==> src/soc_config.svh <==
`ifndef SOC_CONFIG_SVH
`define SOC_CONFIG_SVH

// program memory
`define RAM_DEPTH 64
`define RAM_AW 6 // log2 of RAM_DEPTH

// register file
`define NUM_REGS 32

// character log buffer, power of two
`define FIFO_DEPTH 16

// uart bit time in clocks, 868 for 115200 baud at 100 MHz
`define CLK_PER_BIT 16

`endif

==> src/cpu_pkg.sv <==
`include "soc_config.svh"

package cpu_pkg;

  // first byte of the first instruction word
  typedef enum logic [7:0] {
    OP_JMP     = 8'd1,  // pc <= operand
    OP_RAM2REG = 8'd2,  // reg <= ram[operand]
    OP_REG2RAM = 8'd3,  // ram[operand] <= reg
    OP_NUM2REG = 8'd4,  // reg <= operand
    OP_OUT     = 8'd15  // log low byte of reg
  } opcode_e;

  // first instruction word, second word is the plain operand
  typedef struct packed {
    opcode_e    opcode;
    logic [7:0] reg_idx;
  } instr_hi_t;

  // one write into program ram
  typedef struct packed {
    logic              en;
    logic [`RAM_AW-1:0] addr;
    logic [15:0]       data;
  } ram_wr_t;

  typedef enum logic [2:0] {
    CS_IDLE,
    CS_FETCH_HI,  // read of pc issued
    CS_FETCH_LO,  // read of pc+1 issued
    CS_MEM,       // operand present, execute
    CS_LOG        // push character, step pc
  } core_state_e;

endpackage

==> src/uart_pkg.sv <==
package uart_pkg;

  // one character towards the log fifo
  typedef struct packed {
    logic       push;  // single cycle strobe
    logic [7:0] data;
  } log_byte_t;

  typedef enum logic [1:0] {
    TX_IDLE,
    TX_START,
    TX_DATA,
    TX_STOP
  } tx_state_e;

  // logged when a run starts
  localparam logic [7:0] CHAR_START = "S";

  // logged for an opcode the core does not know
  localparam logic [7:0] CHAR_BAD = "x";

endpackage

==> src/program_ram.sv <==
`timescale 1ns/10ps
`include "soc_config.svh"

module program_ram import cpu_pkg::*; (
  input  logic               clk,
  input  ram_wr_t            load,
  input  ram_wr_t            core_wr,
  input  logic [`RAM_AW-1:0] rd_addr,
  output logic [15:0]        rd_data
);

  logic [15:0] mem [`RAM_DEPTH];
  ram_wr_t     wr;

  // loader wins over the core
  assign wr = load.en ? load : core_wr;

  always_ff @(posedge clk) begin
    if (wr.en) begin
      mem[wr.addr] <= wr.data;
    end
    rd_data <= mem[rd_addr];  // one cycle read latency
  end

endmodule

==> src/cpu_core.sv <==
`timescale 1ns/10ps
`include "soc_config.svh"

module cpu_core import cpu_pkg::*, uart_pkg::*; (
  input  logic               clk,
  input  logic               rst_n,
  input  logic               run,
  output logic [`RAM_AW-1:0] rd_addr,
  input  logic [15:0]        rd_data,
  output ram_wr_t            core_wr,
  output log_byte_t          log_in,
  input  logic               log_full
);

  localparam int REG_AW = $clog2(`NUM_REGS);
  localparam logic [`RAM_AW-1:0] PC_STEP = 2;  // two words per instruction

  core_state_e        state;
  logic [`RAM_AW-1:0] pc;
  logic               mem_rd;   // second MEM cycle of RAM2REG
  instr_hi_t          instr;
  logic [15:0]        operand;
  logic [15:0]        regs [`NUM_REGS];
  logic [REG_AW-1:0]  ridx;
  logic [15:0]        reg_val;
  logic [7:0]         log_char;

  assign ridx    = instr.reg_idx[REG_AW-1:0];  // upper index bits ignored
  assign reg_val = regs[ridx];

  // ram read address follows the state
  always_comb begin
    case (state)
      CS_FETCH_LO: rd_addr = pc + 1'b1;
      CS_MEM:      rd_addr = rd_data[`RAM_AW-1:0];  // data address for RAM2REG
      default:     rd_addr = pc;
    endcase
  end

  // REG2RAM stores in the first MEM cycle
  always_comb begin
    core_wr.en   = (state == CS_MEM) && !mem_rd && (instr.opcode == OP_REG2RAM);
    core_wr.addr = rd_data[`RAM_AW-1:0];
    core_wr.data = reg_val;
  end

  always_comb begin
    case (instr.opcode)
      OP_JMP:     log_char = "1";
      OP_RAM2REG: log_char = "2";
      OP_REG2RAM: log_char = "3";
      OP_NUM2REG: log_char = "4";
      OP_OUT:     log_char = reg_val[7:0];
      default:    log_char = CHAR_BAD;
    endcase
  end

  // 'S' at run start, else the instruction character
  always_comb begin
    log_in.push = !log_full && ((state == CS_IDLE && run) || state == CS_LOG);
    log_in.data = (state == CS_IDLE) ? CHAR_START : log_char;
  end

  always_ff @(posedge clk or negedge rst_n) begin
    if (!rst_n) begin
      state  <= CS_IDLE;
      pc     <= '0;
      mem_rd <= 1'b0;
    end else begin
      case (state)
        CS_IDLE: begin
          if (run && !log_full) begin
            pc    <= '0;
            state <= CS_FETCH_HI;
          end
        end
        CS_FETCH_HI: state <= CS_FETCH_LO;
        CS_FETCH_LO: state <= CS_MEM;
        CS_MEM: begin
          if (!mem_rd && instr.opcode == OP_RAM2REG) begin
            mem_rd <= 1'b1;  // wait for the data word
          end else begin
            mem_rd <= 1'b0;
            state  <= CS_LOG;
          end
        end
        CS_LOG: begin
          if (!log_full) begin  // hold here under back-pressure
            if (instr.opcode == OP_JMP) begin
              pc <= operand[`RAM_AW-1:0];
            end else begin
              pc <= pc + PC_STEP;
            end
            state <= run ? CS_FETCH_HI : CS_IDLE;
          end
        end
        default: state <= CS_IDLE;
      endcase
    end
  end

  // instruction and operand latches
  always_ff @(posedge clk) begin
    if (state == CS_FETCH_LO) begin
      instr <= instr_hi_t'(rd_data);
    end
    if (state == CS_MEM && !mem_rd) begin
      operand <= rd_data;
    end
  end

  // NUM2REG takes the operand, RAM2REG the word read one cycle later
  always_ff @(posedge clk) begin
    if (state == CS_MEM && (mem_rd || instr.opcode == OP_NUM2REG)) begin
      regs[ridx] <= rd_data;
    end
  end

endmodule

==> src/log_fifo.sv <==
`timescale 1ns/10ps
`include "soc_config.svh"

module log_fifo import uart_pkg::*; (
  input  logic       clk,
  input  logic       rst_n,
  input  log_byte_t  log_in,
  input  logic       pop,
  output logic [7:0] log_data,
  output logic       log_empty,
  output logic       log_full
);

  localparam int PW = $clog2(`FIFO_DEPTH);

  logic [7:0]    mem [`FIFO_DEPTH];
  logic [PW-1:0] wr_ptr;
  logic [PW-1:0] rd_ptr;
  logic [PW:0]   count;
  logic          do_push;
  logic          do_pop;

  assign do_push   = log_in.push && !log_full;
  assign do_pop    = pop && !log_empty;
  assign log_empty = (count == '0);
  assign log_full  = (count == (PW + 1)'(`FIFO_DEPTH));
  assign log_data  = mem[rd_ptr];  // head always visible

  always_ff @(posedge clk or negedge rst_n) begin
    if (!rst_n) begin
      wr_ptr <= '0;
      rd_ptr <= '0;
      count  <= '0;
    end else begin
      if (do_push) begin
        wr_ptr <= wr_ptr + 1'b1;  // wraps at depth
      end
      if (do_pop) begin
        rd_ptr <= rd_ptr + 1'b1;
      end
      case ({do_push, do_pop})
        2'b10:   count <= count + 1'b1;
        2'b01:   count <= count - 1'b1;
        default: count <= count;
      endcase
    end
  end

  always_ff @(posedge clk) begin
    if (do_push) begin
      mem[wr_ptr] <= log_in.data;
    end
  end

endmodule

==> src/uart_tx.sv <==
`timescale 1ns/10ps
`include "soc_config.svh"

module uart_tx import uart_pkg::*; (
  input  logic       clk,
  input  logic       rst_n,
  input  logic       log_empty,
  input  logic [7:0] log_data,
  output logic       pop,
  output logic       tx
);

  localparam int CW = $clog2(`CLK_PER_BIT);
  localparam logic [CW-1:0] CNT_LOAD = CW'(`CLK_PER_BIT - 1);

  tx_state_e     state;
  logic [CW-1:0] cnt;       // cycles left in this bit
  logic [2:0]    bit_idx;
  logic [7:0]    shreg;     // data bits still to send
  logic          bit_done;

  assign pop      = (state == TX_IDLE) && !log_empty;
  assign bit_done = (cnt == '0);

  always_ff @(posedge clk or negedge rst_n) begin
    if (!rst_n) begin
      state   <= TX_IDLE;
      cnt     <= '0;
      bit_idx <= '0;
      tx      <= 1'b1;  // line idles high
    end else begin
      case (state)
        TX_IDLE: begin
          if (pop) begin
            tx    <= 1'b0;  // start bit
            cnt   <= CNT_LOAD;
            state <= TX_START;
          end
        end
        TX_START: begin
          cnt <= bit_done ? CNT_LOAD : cnt - 1'b1;
          if (bit_done) begin
            tx      <= shreg[0];  // lsb first
            bit_idx <= '0;
            state   <= TX_DATA;
          end
        end
        TX_DATA: begin
          cnt <= bit_done ? CNT_LOAD : cnt - 1'b1;
          if (bit_done) begin
            if (bit_idx == 3'd7) begin
              tx    <= 1'b1;  // stop bit
              state <= TX_STOP;
            end else begin
              tx      <= shreg[0];
              bit_idx <= bit_idx + 1'b1;
            end
          end
        end
        TX_STOP: begin
          cnt <= cnt - 1'b1;
          if (bit_done) begin
            state <= TX_IDLE;
          end
        end
        default: state <= TX_IDLE;
      endcase
    end
  end

  // byte taken at the pop, shifted as bits go out
  always_ff @(posedge clk) begin
    if (pop) begin
      shreg <= log_data;
    end else if (bit_done && (state == TX_START || state == TX_DATA)) begin
      shreg <= shreg >> 1;
    end
  end

endmodule

==> src/cpu_top.sv <==
`timescale 1ns/10ps
`include "soc_config.svh"

module cpu_top import cpu_pkg::*, uart_pkg::*; (
  input  logic    clk,
  input  logic    rst_n,
  input  logic    run,
  input  ram_wr_t load,  // program load, only while run is low
  output logic    tx
);

  ram_wr_t            core_wr;
  logic [`RAM_AW-1:0] rd_addr;
  logic [15:0]        rd_data;
  log_byte_t          log_in;
  logic               log_full;
  logic               log_empty;
  logic [7:0]         log_data;
  logic               pop;

  program_ram u_ram (
    .clk     (clk),
    .load    (load),
    .core_wr (core_wr),
    .rd_addr (rd_addr),
    .rd_data (rd_data)
  );

  cpu_core u_core (
    .clk      (clk),
    .rst_n    (rst_n),
    .run      (run),
    .rd_addr  (rd_addr),
    .rd_data  (rd_data),
    .core_wr  (core_wr),
    .log_in   (log_in),
    .log_full (log_full)
  );

  log_fifo u_fifo (
    .clk       (clk),
    .rst_n     (rst_n),
    .log_in    (log_in),
    .pop       (pop),
    .log_data  (log_data),
    .log_empty (log_empty),
    .log_full  (log_full)
  );

  uart_tx u_tx (
    .clk       (clk),
    .rst_n     (rst_n),
    .log_empty (log_empty),
    .log_data  (log_data),
    .pop       (pop),
    .tx        (tx)
  );

endmodule

==> config.mk <==
export PLATFORM = sky130hd
export DESIGN_NAME = cpu_top
export DESIGN_NICKNAME = d
export VERILOG_FILES = /design/src/cpu_pkg.sv /design/src/uart_pkg.sv /design/src/program_ram.sv /design/src/cpu_core.sv /design/src/log_fifo.sv /design/src/uart_tx.sv /design/src/cpu_top.sv
export VERILOG_INCLUDE_DIRS = /design/src
export SDC_FILE = /design/constraint.sdc
export NUM_CORES = 2
export LEC_CHECK = 0
export BUFFER_PORTS_ARGS = -buffer_cell sky130_fd_sc_hd__clkbuf_2
export CORE_MARGIN = 5
export CORE_UTILIZATION = 30
export CTS_CLUSTER_SIZE = 8
export DETAILED_ROUTE_END_ITERATION = 10
export GPL_TIMING_DRIVEN = 1
export MAX_ROUTING_LAYER = met4
export PLACE_DENSITY = 0.52
export SLEW_MARGIN = 20
export SYNTH_ARGS = -nofsm -noshare
export SYNTH_HDL_FRONTEND = slang
export SYNTH_SLANG_ARGS = --single-unit
==> constraint.sdc <==
create_clock -name clk -period 6.4 [get_ports clk]
set_input_delay 0.64 -clock clk [delete_from_list [all_inputs] [get_ports clk]]
set_output_delay 0.64 -clock clk [all_outputs]
set_load 0.01 [all_outputs]
Yosys cells after proc, flatten, opt, wreduce, memory -nomap -nowiden. Memory sizes are Yosys's and may differ from the RTL's. A register that Yosys moved wholly into a read port is not among the register bits. Cells that the tools add are included.

Muxes and demuxes: 42. Add/subtract/negate cells: 8. Multiply operators: 0. Reduce and logical (&&, ||, !) cells: 32. Div/mod/pow operators: 0. Shift-type cells: 0. Magnitude comparators: 0. Equal/unequal tests: 25. Bitwise operators: 0.

Operator list (number): one-hot mux 8 bit (5 select lines) (1); 2-to-1 mux 8 bit (3); one-hot mux 6 bit (2 select lines) (2); 2-to-1 mux 23 bit (1); 2-to-1 mux 3 bit (6); 2-to-1 mux 6 bit (3); equality test 8 x 2 -> 1 bit (second input constant) (2); one-hot mux 3 bit (5 select lines) (1); 2-to-1 mux 1 bit (12); one-hot mux 4 bit (3 select lines) (1); logical AND 1 bit (11); 2-to-1 mux 2 bit (5); != test 2 bit (second input constant) (5); one-hot mux 5 bit (2 select lines) (1); adder 4 x 1 -> 4 bit (second input constant) (2); equality test 8 x 1 -> 1 bit (second input constant) (1); equality test 8 x 3 -> 1 bit (second input constant) (1); equality test 8 x 4 -> 1 bit (second input constant) (1); 2-to-1 mux 4 bit (2); != test 2 x 1 -> 1 bit (second input constant) (4); one-hot mux 2 bit (4 select lines) (1); AND reduction 4 bit (2); nonzero test 2 bit (4); adder 6 x 1 -> 6 bit (second input constant) (1); 24 further kinds (34).

Input bits: 26. Bits in registers: 60. RAM bits: 1664. ROM bits: 0. Word-level logic and storage cells: 124. Output and inout bits: 1. Memories: 3. Latch bits: 0.

Memory list: u_ram.mem (depth 64, width 16, read ports 1, clocked after Yosys merged registers in 1, wr ports 1, RTL line program_ram.sv:12) `` logic [15:0] mem [`RAM_DEPTH]; ``; u_core.regs (depth 32, width 16, read ports 1, clocked after Yosys merged registers in 1, wr ports 1, RTL line cpu_core.sv:23) `` logic [15:0] regs [`NUM_REGS]; ``; u_fifo.mem (depth 16, width 8, read ports 1, clocked after Yosys merged registers in 0, wr ports 1, RTL line log_fifo.sv:16) `` logic [7:0] mem [`FIFO_DEPTH]; ``.

Depth between registers and ports, before layout.
Word-level depth: 7. Mapped depth: 15. Mapped depth without buffers: 13.

Modules after synthesis. Synthesis repeated with hierarchy kept, for this count alone.

Cells, all modules: 3285. Area total of the unflattened synthesis: 68079.0 µm².

Modules (own cells, without submodules): program_ram (instances 1, area each 39842.0 µm², seq. area each 31069.8 µm², cells each 1800); cpu_core (instances 1, area each 21449.3 µm², seq. area each 16295.6 µm², cells each 1070); log_fifo (instances 1, area each 5779.3 µm², seq. area each 4169.0 µm², cells each 332); uart_tx (instances 1, area each 1008.5 µm², seq. area each 491.7 µm², cells each 83).

Worst setup path before layout. No wires, ideal clock.

Kind: register to register. From: register (tool-made name). To: memory u_ram.mem[0][10] (data pin). Path buffers: 3. Slack: 1.487 ns. Arrival time: 4.211 ns. Cell stages (with the launch flop): 8. Required time: 5.698 ns. Clock period less this slack: 4.913 ns. Setup time: 0.702 ns. Cells stage by stage: dfxtp_1 -> buf_2 -> clkbuf_1 -> clkbuf_1 -> mux4_2 -> mux4_2 -> mux2i_1 -> o21ai_0.

RTL lines (RTL line): end: declaration (program_ram.sv:12).

Worst setup path after layout.
From: register u_core.state[0]. To: register u_ram.rd_data[8] (read register of u_ram.mem).

Word-level cells in the longest chain between the ends: 2. Elaborated cells between the ends (all ways): 3. Classes of those cells: eq/ne (2); mux (1).

Ends and longest elaborated chain: start: declaration (RTL line cpu_core.sv:18) `core_state_e state;`; start signal: assignment (RTL line cpu_core.sv:94) `state <= run ? CS_FETCH_HI : CS_IDLE;`; equality test 3 x 2 -> 1 bit (RTL line cpu_core.sv:33) `case (state)`; one-hot mux 6 bit (2 select lines) * (RTL line cpu_core.sv:33); end: declaration (RTL line program_ram.sv:9) `output logic [15:0] rd_data`.

Mark *: on every way between the ends. The rest lies on a longest branch, timed or not. A chain may end at the register's enable or synchronous reset.

==> impl_results.md <==
* R2R cell count at 9
* Hold worst-path end: u_core.state[0]$_DFFE_PN0P_
* Switching share of power at 35.0%
* DRT antenna net count at 0
* Layout cell share with drive strength beyond 1 at 19.0%
* PD cells at 494 mW/mm^2
* Final setup fails at 0
* Vias in the first global route at 37.2k
* Mean Syn Cell Area at 17.2 sq um
* Max Used Layer: met4
* Fin. max-slew vios at 0
* FF-to-FF End: u_ram.rd_data[8]$_DFF_P_
* Global-route usage over all layers at 15.8%
* Clk root buf: clkbuf_16
* CP Class: reg -> reg
* DR WL/cell at 25.3 um
* Int Pwr at 25600 uW
* Sink Count at 1745
* Fill count at 21.4k
* Remaining DRCs at 0
* Post-route design area at 0.0798 sq mm
* Initial DRC count at 3552
* Worst path required time at 7.21 ns
* Gates resized, CTS repair at 0
* Register area share after synthesis at 75.9%
* Clock slew at reported path FFs at 0.05 ns
* Multi-input logic area at 0.0157 sq mm
* Arr. time, crit path at 5.87 ns
* Net Switching at 13800 uW
* WHS Path Cells at 5
* Antenna violations before repair at 11
* Cell area after synthesis at 0.0685 sq mm
* Die area at 0.238 sq mm
* Register area at 0.0520 sq mm
* Area leader, netlist: edfxtp_1
* Max Freq at 0.198 GHz
* Worst-Skew Late Latency at 0.87 ns
* Post-route setup TNS at 0 ns
* Maximum vdd drop at 0.420 mV
* Port-buffer cells at 26
* Vias per inst at 5.09
* Metal-1 WL at 80500 um
* Synth area leaders: edfxtp_1, mux4_2, nand2_1, a21oi_1, dfrtp_1
* H-tree Lvls at 4
* Number of buffers created by CTS at 238
* Hold path start: run
* Reg-to-Reg Start: u_core.state[0]$_DFFE_PN0P_
* Fin nets at 4236
* Die Height at 488 um
* Yosys top cell area share at 74.1%
* Top FF cell, synth: edfxtp_1
* Via count at 37.2k
* Routed wl met3 at 10400 um
* Synthesis-to-layout area growth at 16.4%
* Sequential share of power at 39.0%
* Final Cycle Share at 79.1%
* Startpoint Class: flop
* #FFs+latches synth at 1745
* Yosys warns at 0
* Post-Route WL at 185000 um
* Crit. End Element: flop
* Global-route wire length before repair at 269000 um
* Worst reg-to-reg setup slack at 1.34 ns
* EDFF count, synth at 1691
* Post-DP HPWL at 105000 um
* Met2 WL at 88800 um
* Endpoints failing hold at 0
* LEAKAGE at 0.0255 uW
* Max Cap Viol at 0
* Clock share of power at 29.1%
* Synth Instances at 3991
* Worst Path Max Fanout at 77
* Chip Width at 488 um
* CTS tree: built
* I/O Pins at 27
* DRT Pass-1 Iters at 6
* Status: finished, final reports clean
* Gpl congestion at 0.818
* Asr flop ratio synth at 1.89%
* Top cells by count, synth: edfxtp_1, nand2_1, mux4_2, a21oi_1, nor2_1
* Logic pwr share at 31.9%
* Bufs on Longest Clock Path at 3
* Most frequent cell after synthesis: edfxtp_1
* Largest net degree at the start of global routing at 142
* Placed cell area at 0.0731 sq mm
* Rows at 175
* Final min period at 5.06 ns
* Clock Skews at 0.0714 ns
* Slew @ Worst Pin at 1.24 ns
* Post-CTS setup buffer count at 0
* Unrepaired setup endpoints after global routing: no
* Gr ovfl total at 0
* Syn nets at 4037
* Worst Hold Class: in -> reg
* Slew headroom at 16.2%
* Synth unique cells at 69
* Core Region at 0.227 sq mm
* Initial Utilization at 30.2%
[layout by cell type (no fill, tap or decap), types with 7 or more instances in the layout]
cell       synthesis  routed
clkbuf_2           0      25
buf_12             0       9
a21oi_4            0       8
dfrtp_1           32      30
a311oi_1          30      30
o21ai_0           42      34
mux4_2           266     266
nand4_1            7       7
edfxtp_1        1691    1691
and2_1            12      11
nor2_2             0      31
nor3_1            37      37
dfxtp_1           21      16
a221oi_1          34      34
nor2_1           155     119
a32oi_1           31      31
clkinv_16          0       8
ha_1              19      19
xnor2_1           10      10
inv_1             23      23
a31oi_1           34      34
o21ai_4            0       8
clkbuf_16          0     241
a21oi_1          164     156
and3_1            71      71
a211oi_1          99      99
mux2_2            10      10
nor2b_1            9       9
clkbuf_1          88      81
nor4_1            22      18
nand3_1          152     152
and4_1            16      16
mux2i_1           52      52
o22ai_1           18      17
buf_4             17     161
nand2_1          622     622
[worst max-delay path, stage by stage, from the launching register on]
cell,delay (ns)
dfrtp_1,0.64
nand2_1,0.22
nand3_2,0.70
nand2_8,0.92
buf_4,0.42
nand2_1,0.11
a32oi_1,0.31
a21oi_1,0.21
nor4_1,1.00
and4_1,0.32
[sequential cells by signal (all words and copies together), names as in the netlist, 2 cells and up, named ones only]
register and flops:
u_ram.mem 1024, u_core.regs 512, u_fifo.mem 128, u_ram.rd_data 16, u_core.instr 13, u_tx.shreg 8
u_core.operand 6, u_core.pc 6, u_fifo.count 5, u_fifo.rd_ptr 4, u_fifo.wr_ptr 4, u_tx.cnt 4
u_core.state 3, u_tx.bit_idx 3, u_tx.state 2
[routing by layer]
metal	global-route usage, %	up-vias
met3	2.39	291
met2	24.8	1227
li1	-	16100
met5	-	-
met1	21.4	19500
met4	4.55	0
[cells by family after synthesis]
family,after synthesis,synth area share (%)
adder cells (fa/ha/maj),20,0.376
multiplexers,328,9.66
AO/OA/AOI/OAI,491,4.80
AND/OR/NAND/NOR,1130,7.25
buffers and inverters,263,1.83
flip-flops,1745,75.9
XOR/XNOR,14,0.179
[repair_timing]
item                                   4_1_cts  5_1_grt
setup endpoints to repair                    0        0
hold buffers                                 1        0
endpoints found under the hold margin       32        0
[power by group through the flow]
stage               sequential, uW  combinational, uW  clock, uW
floorplan                    15500               7990          0
global placement             15600              12600          0
detailed placement           15600              12700          0
CTS                          15400              12700      11700
global route                 15400              13500      12200
finish                       15300              12600      11500
[area by class of cell]
cell class / instances / area share, %
Antenna cell: 4 / 0.0125
Clock buffer: 322 / 7.94
Clock inverter: 18 / 0.467
Inverter: 24 / 0.113
Multi-Input combinational cell: 1983 / 19.6
Sequential cell: 1745 / 65.2
Tap cell: 3009 / 4.72
Timing Repair Buffer: 198 / 1.92
[worst max-delay path by stage]
stage | startpoint | end | slack, ns | depth (start not counted)
floorplan | flop | u_ram.mem[0][10]$_DFFE_PP_ | 1.49 | 7
global placement | u_core.state[0]$_DFFE_PN0P_ | u_ram.rd_data[15]$_DFF_P_ | 1.48 | 10
detailed placement | u_core.state[0]$_DFFE_PN0P_ | u_ram.rd_data[15]$_DFF_P_ | 1.47 | 10
CTS | u_core.state[0]$_DFFE_PN0P_ | u_ram.rd_data[15]$_DFF_P_ | 1.46 | 10
global route | u_core.state[0]$_DFFE_PN0P_ | u_ram.rd_data[15]$_DFF_P_ | 1.27 | 10
finish | u_core.state[0]$_DFFE_PN0P_ | u_ram.rd_data[8]$_DFF_P_ | 1.34 | 9
[metrics by stage]
stage | power [uW] | cells | setup WS (ns) | util (%) | hold slack (ns)
final | 39400 | 7303 | 1.34 | 35.1 | 0.217
after detailed placement | 28300 | 6956 | 1.47 | 32.1 | 0.506
after global routing | 41200 | 7301 | 1.27 | 35.1 | 0.223
after floorplan | 23400 | 3991 | 1.49 | - | 0.344
after global placement | 28100 | 6956 | 1.48 | 32.1 | 0.500
after CTS | 39800 | 7297 | 1.46 | 35.1 | 0.119
No activity file was read; power rests on OpenSTA's default activity.
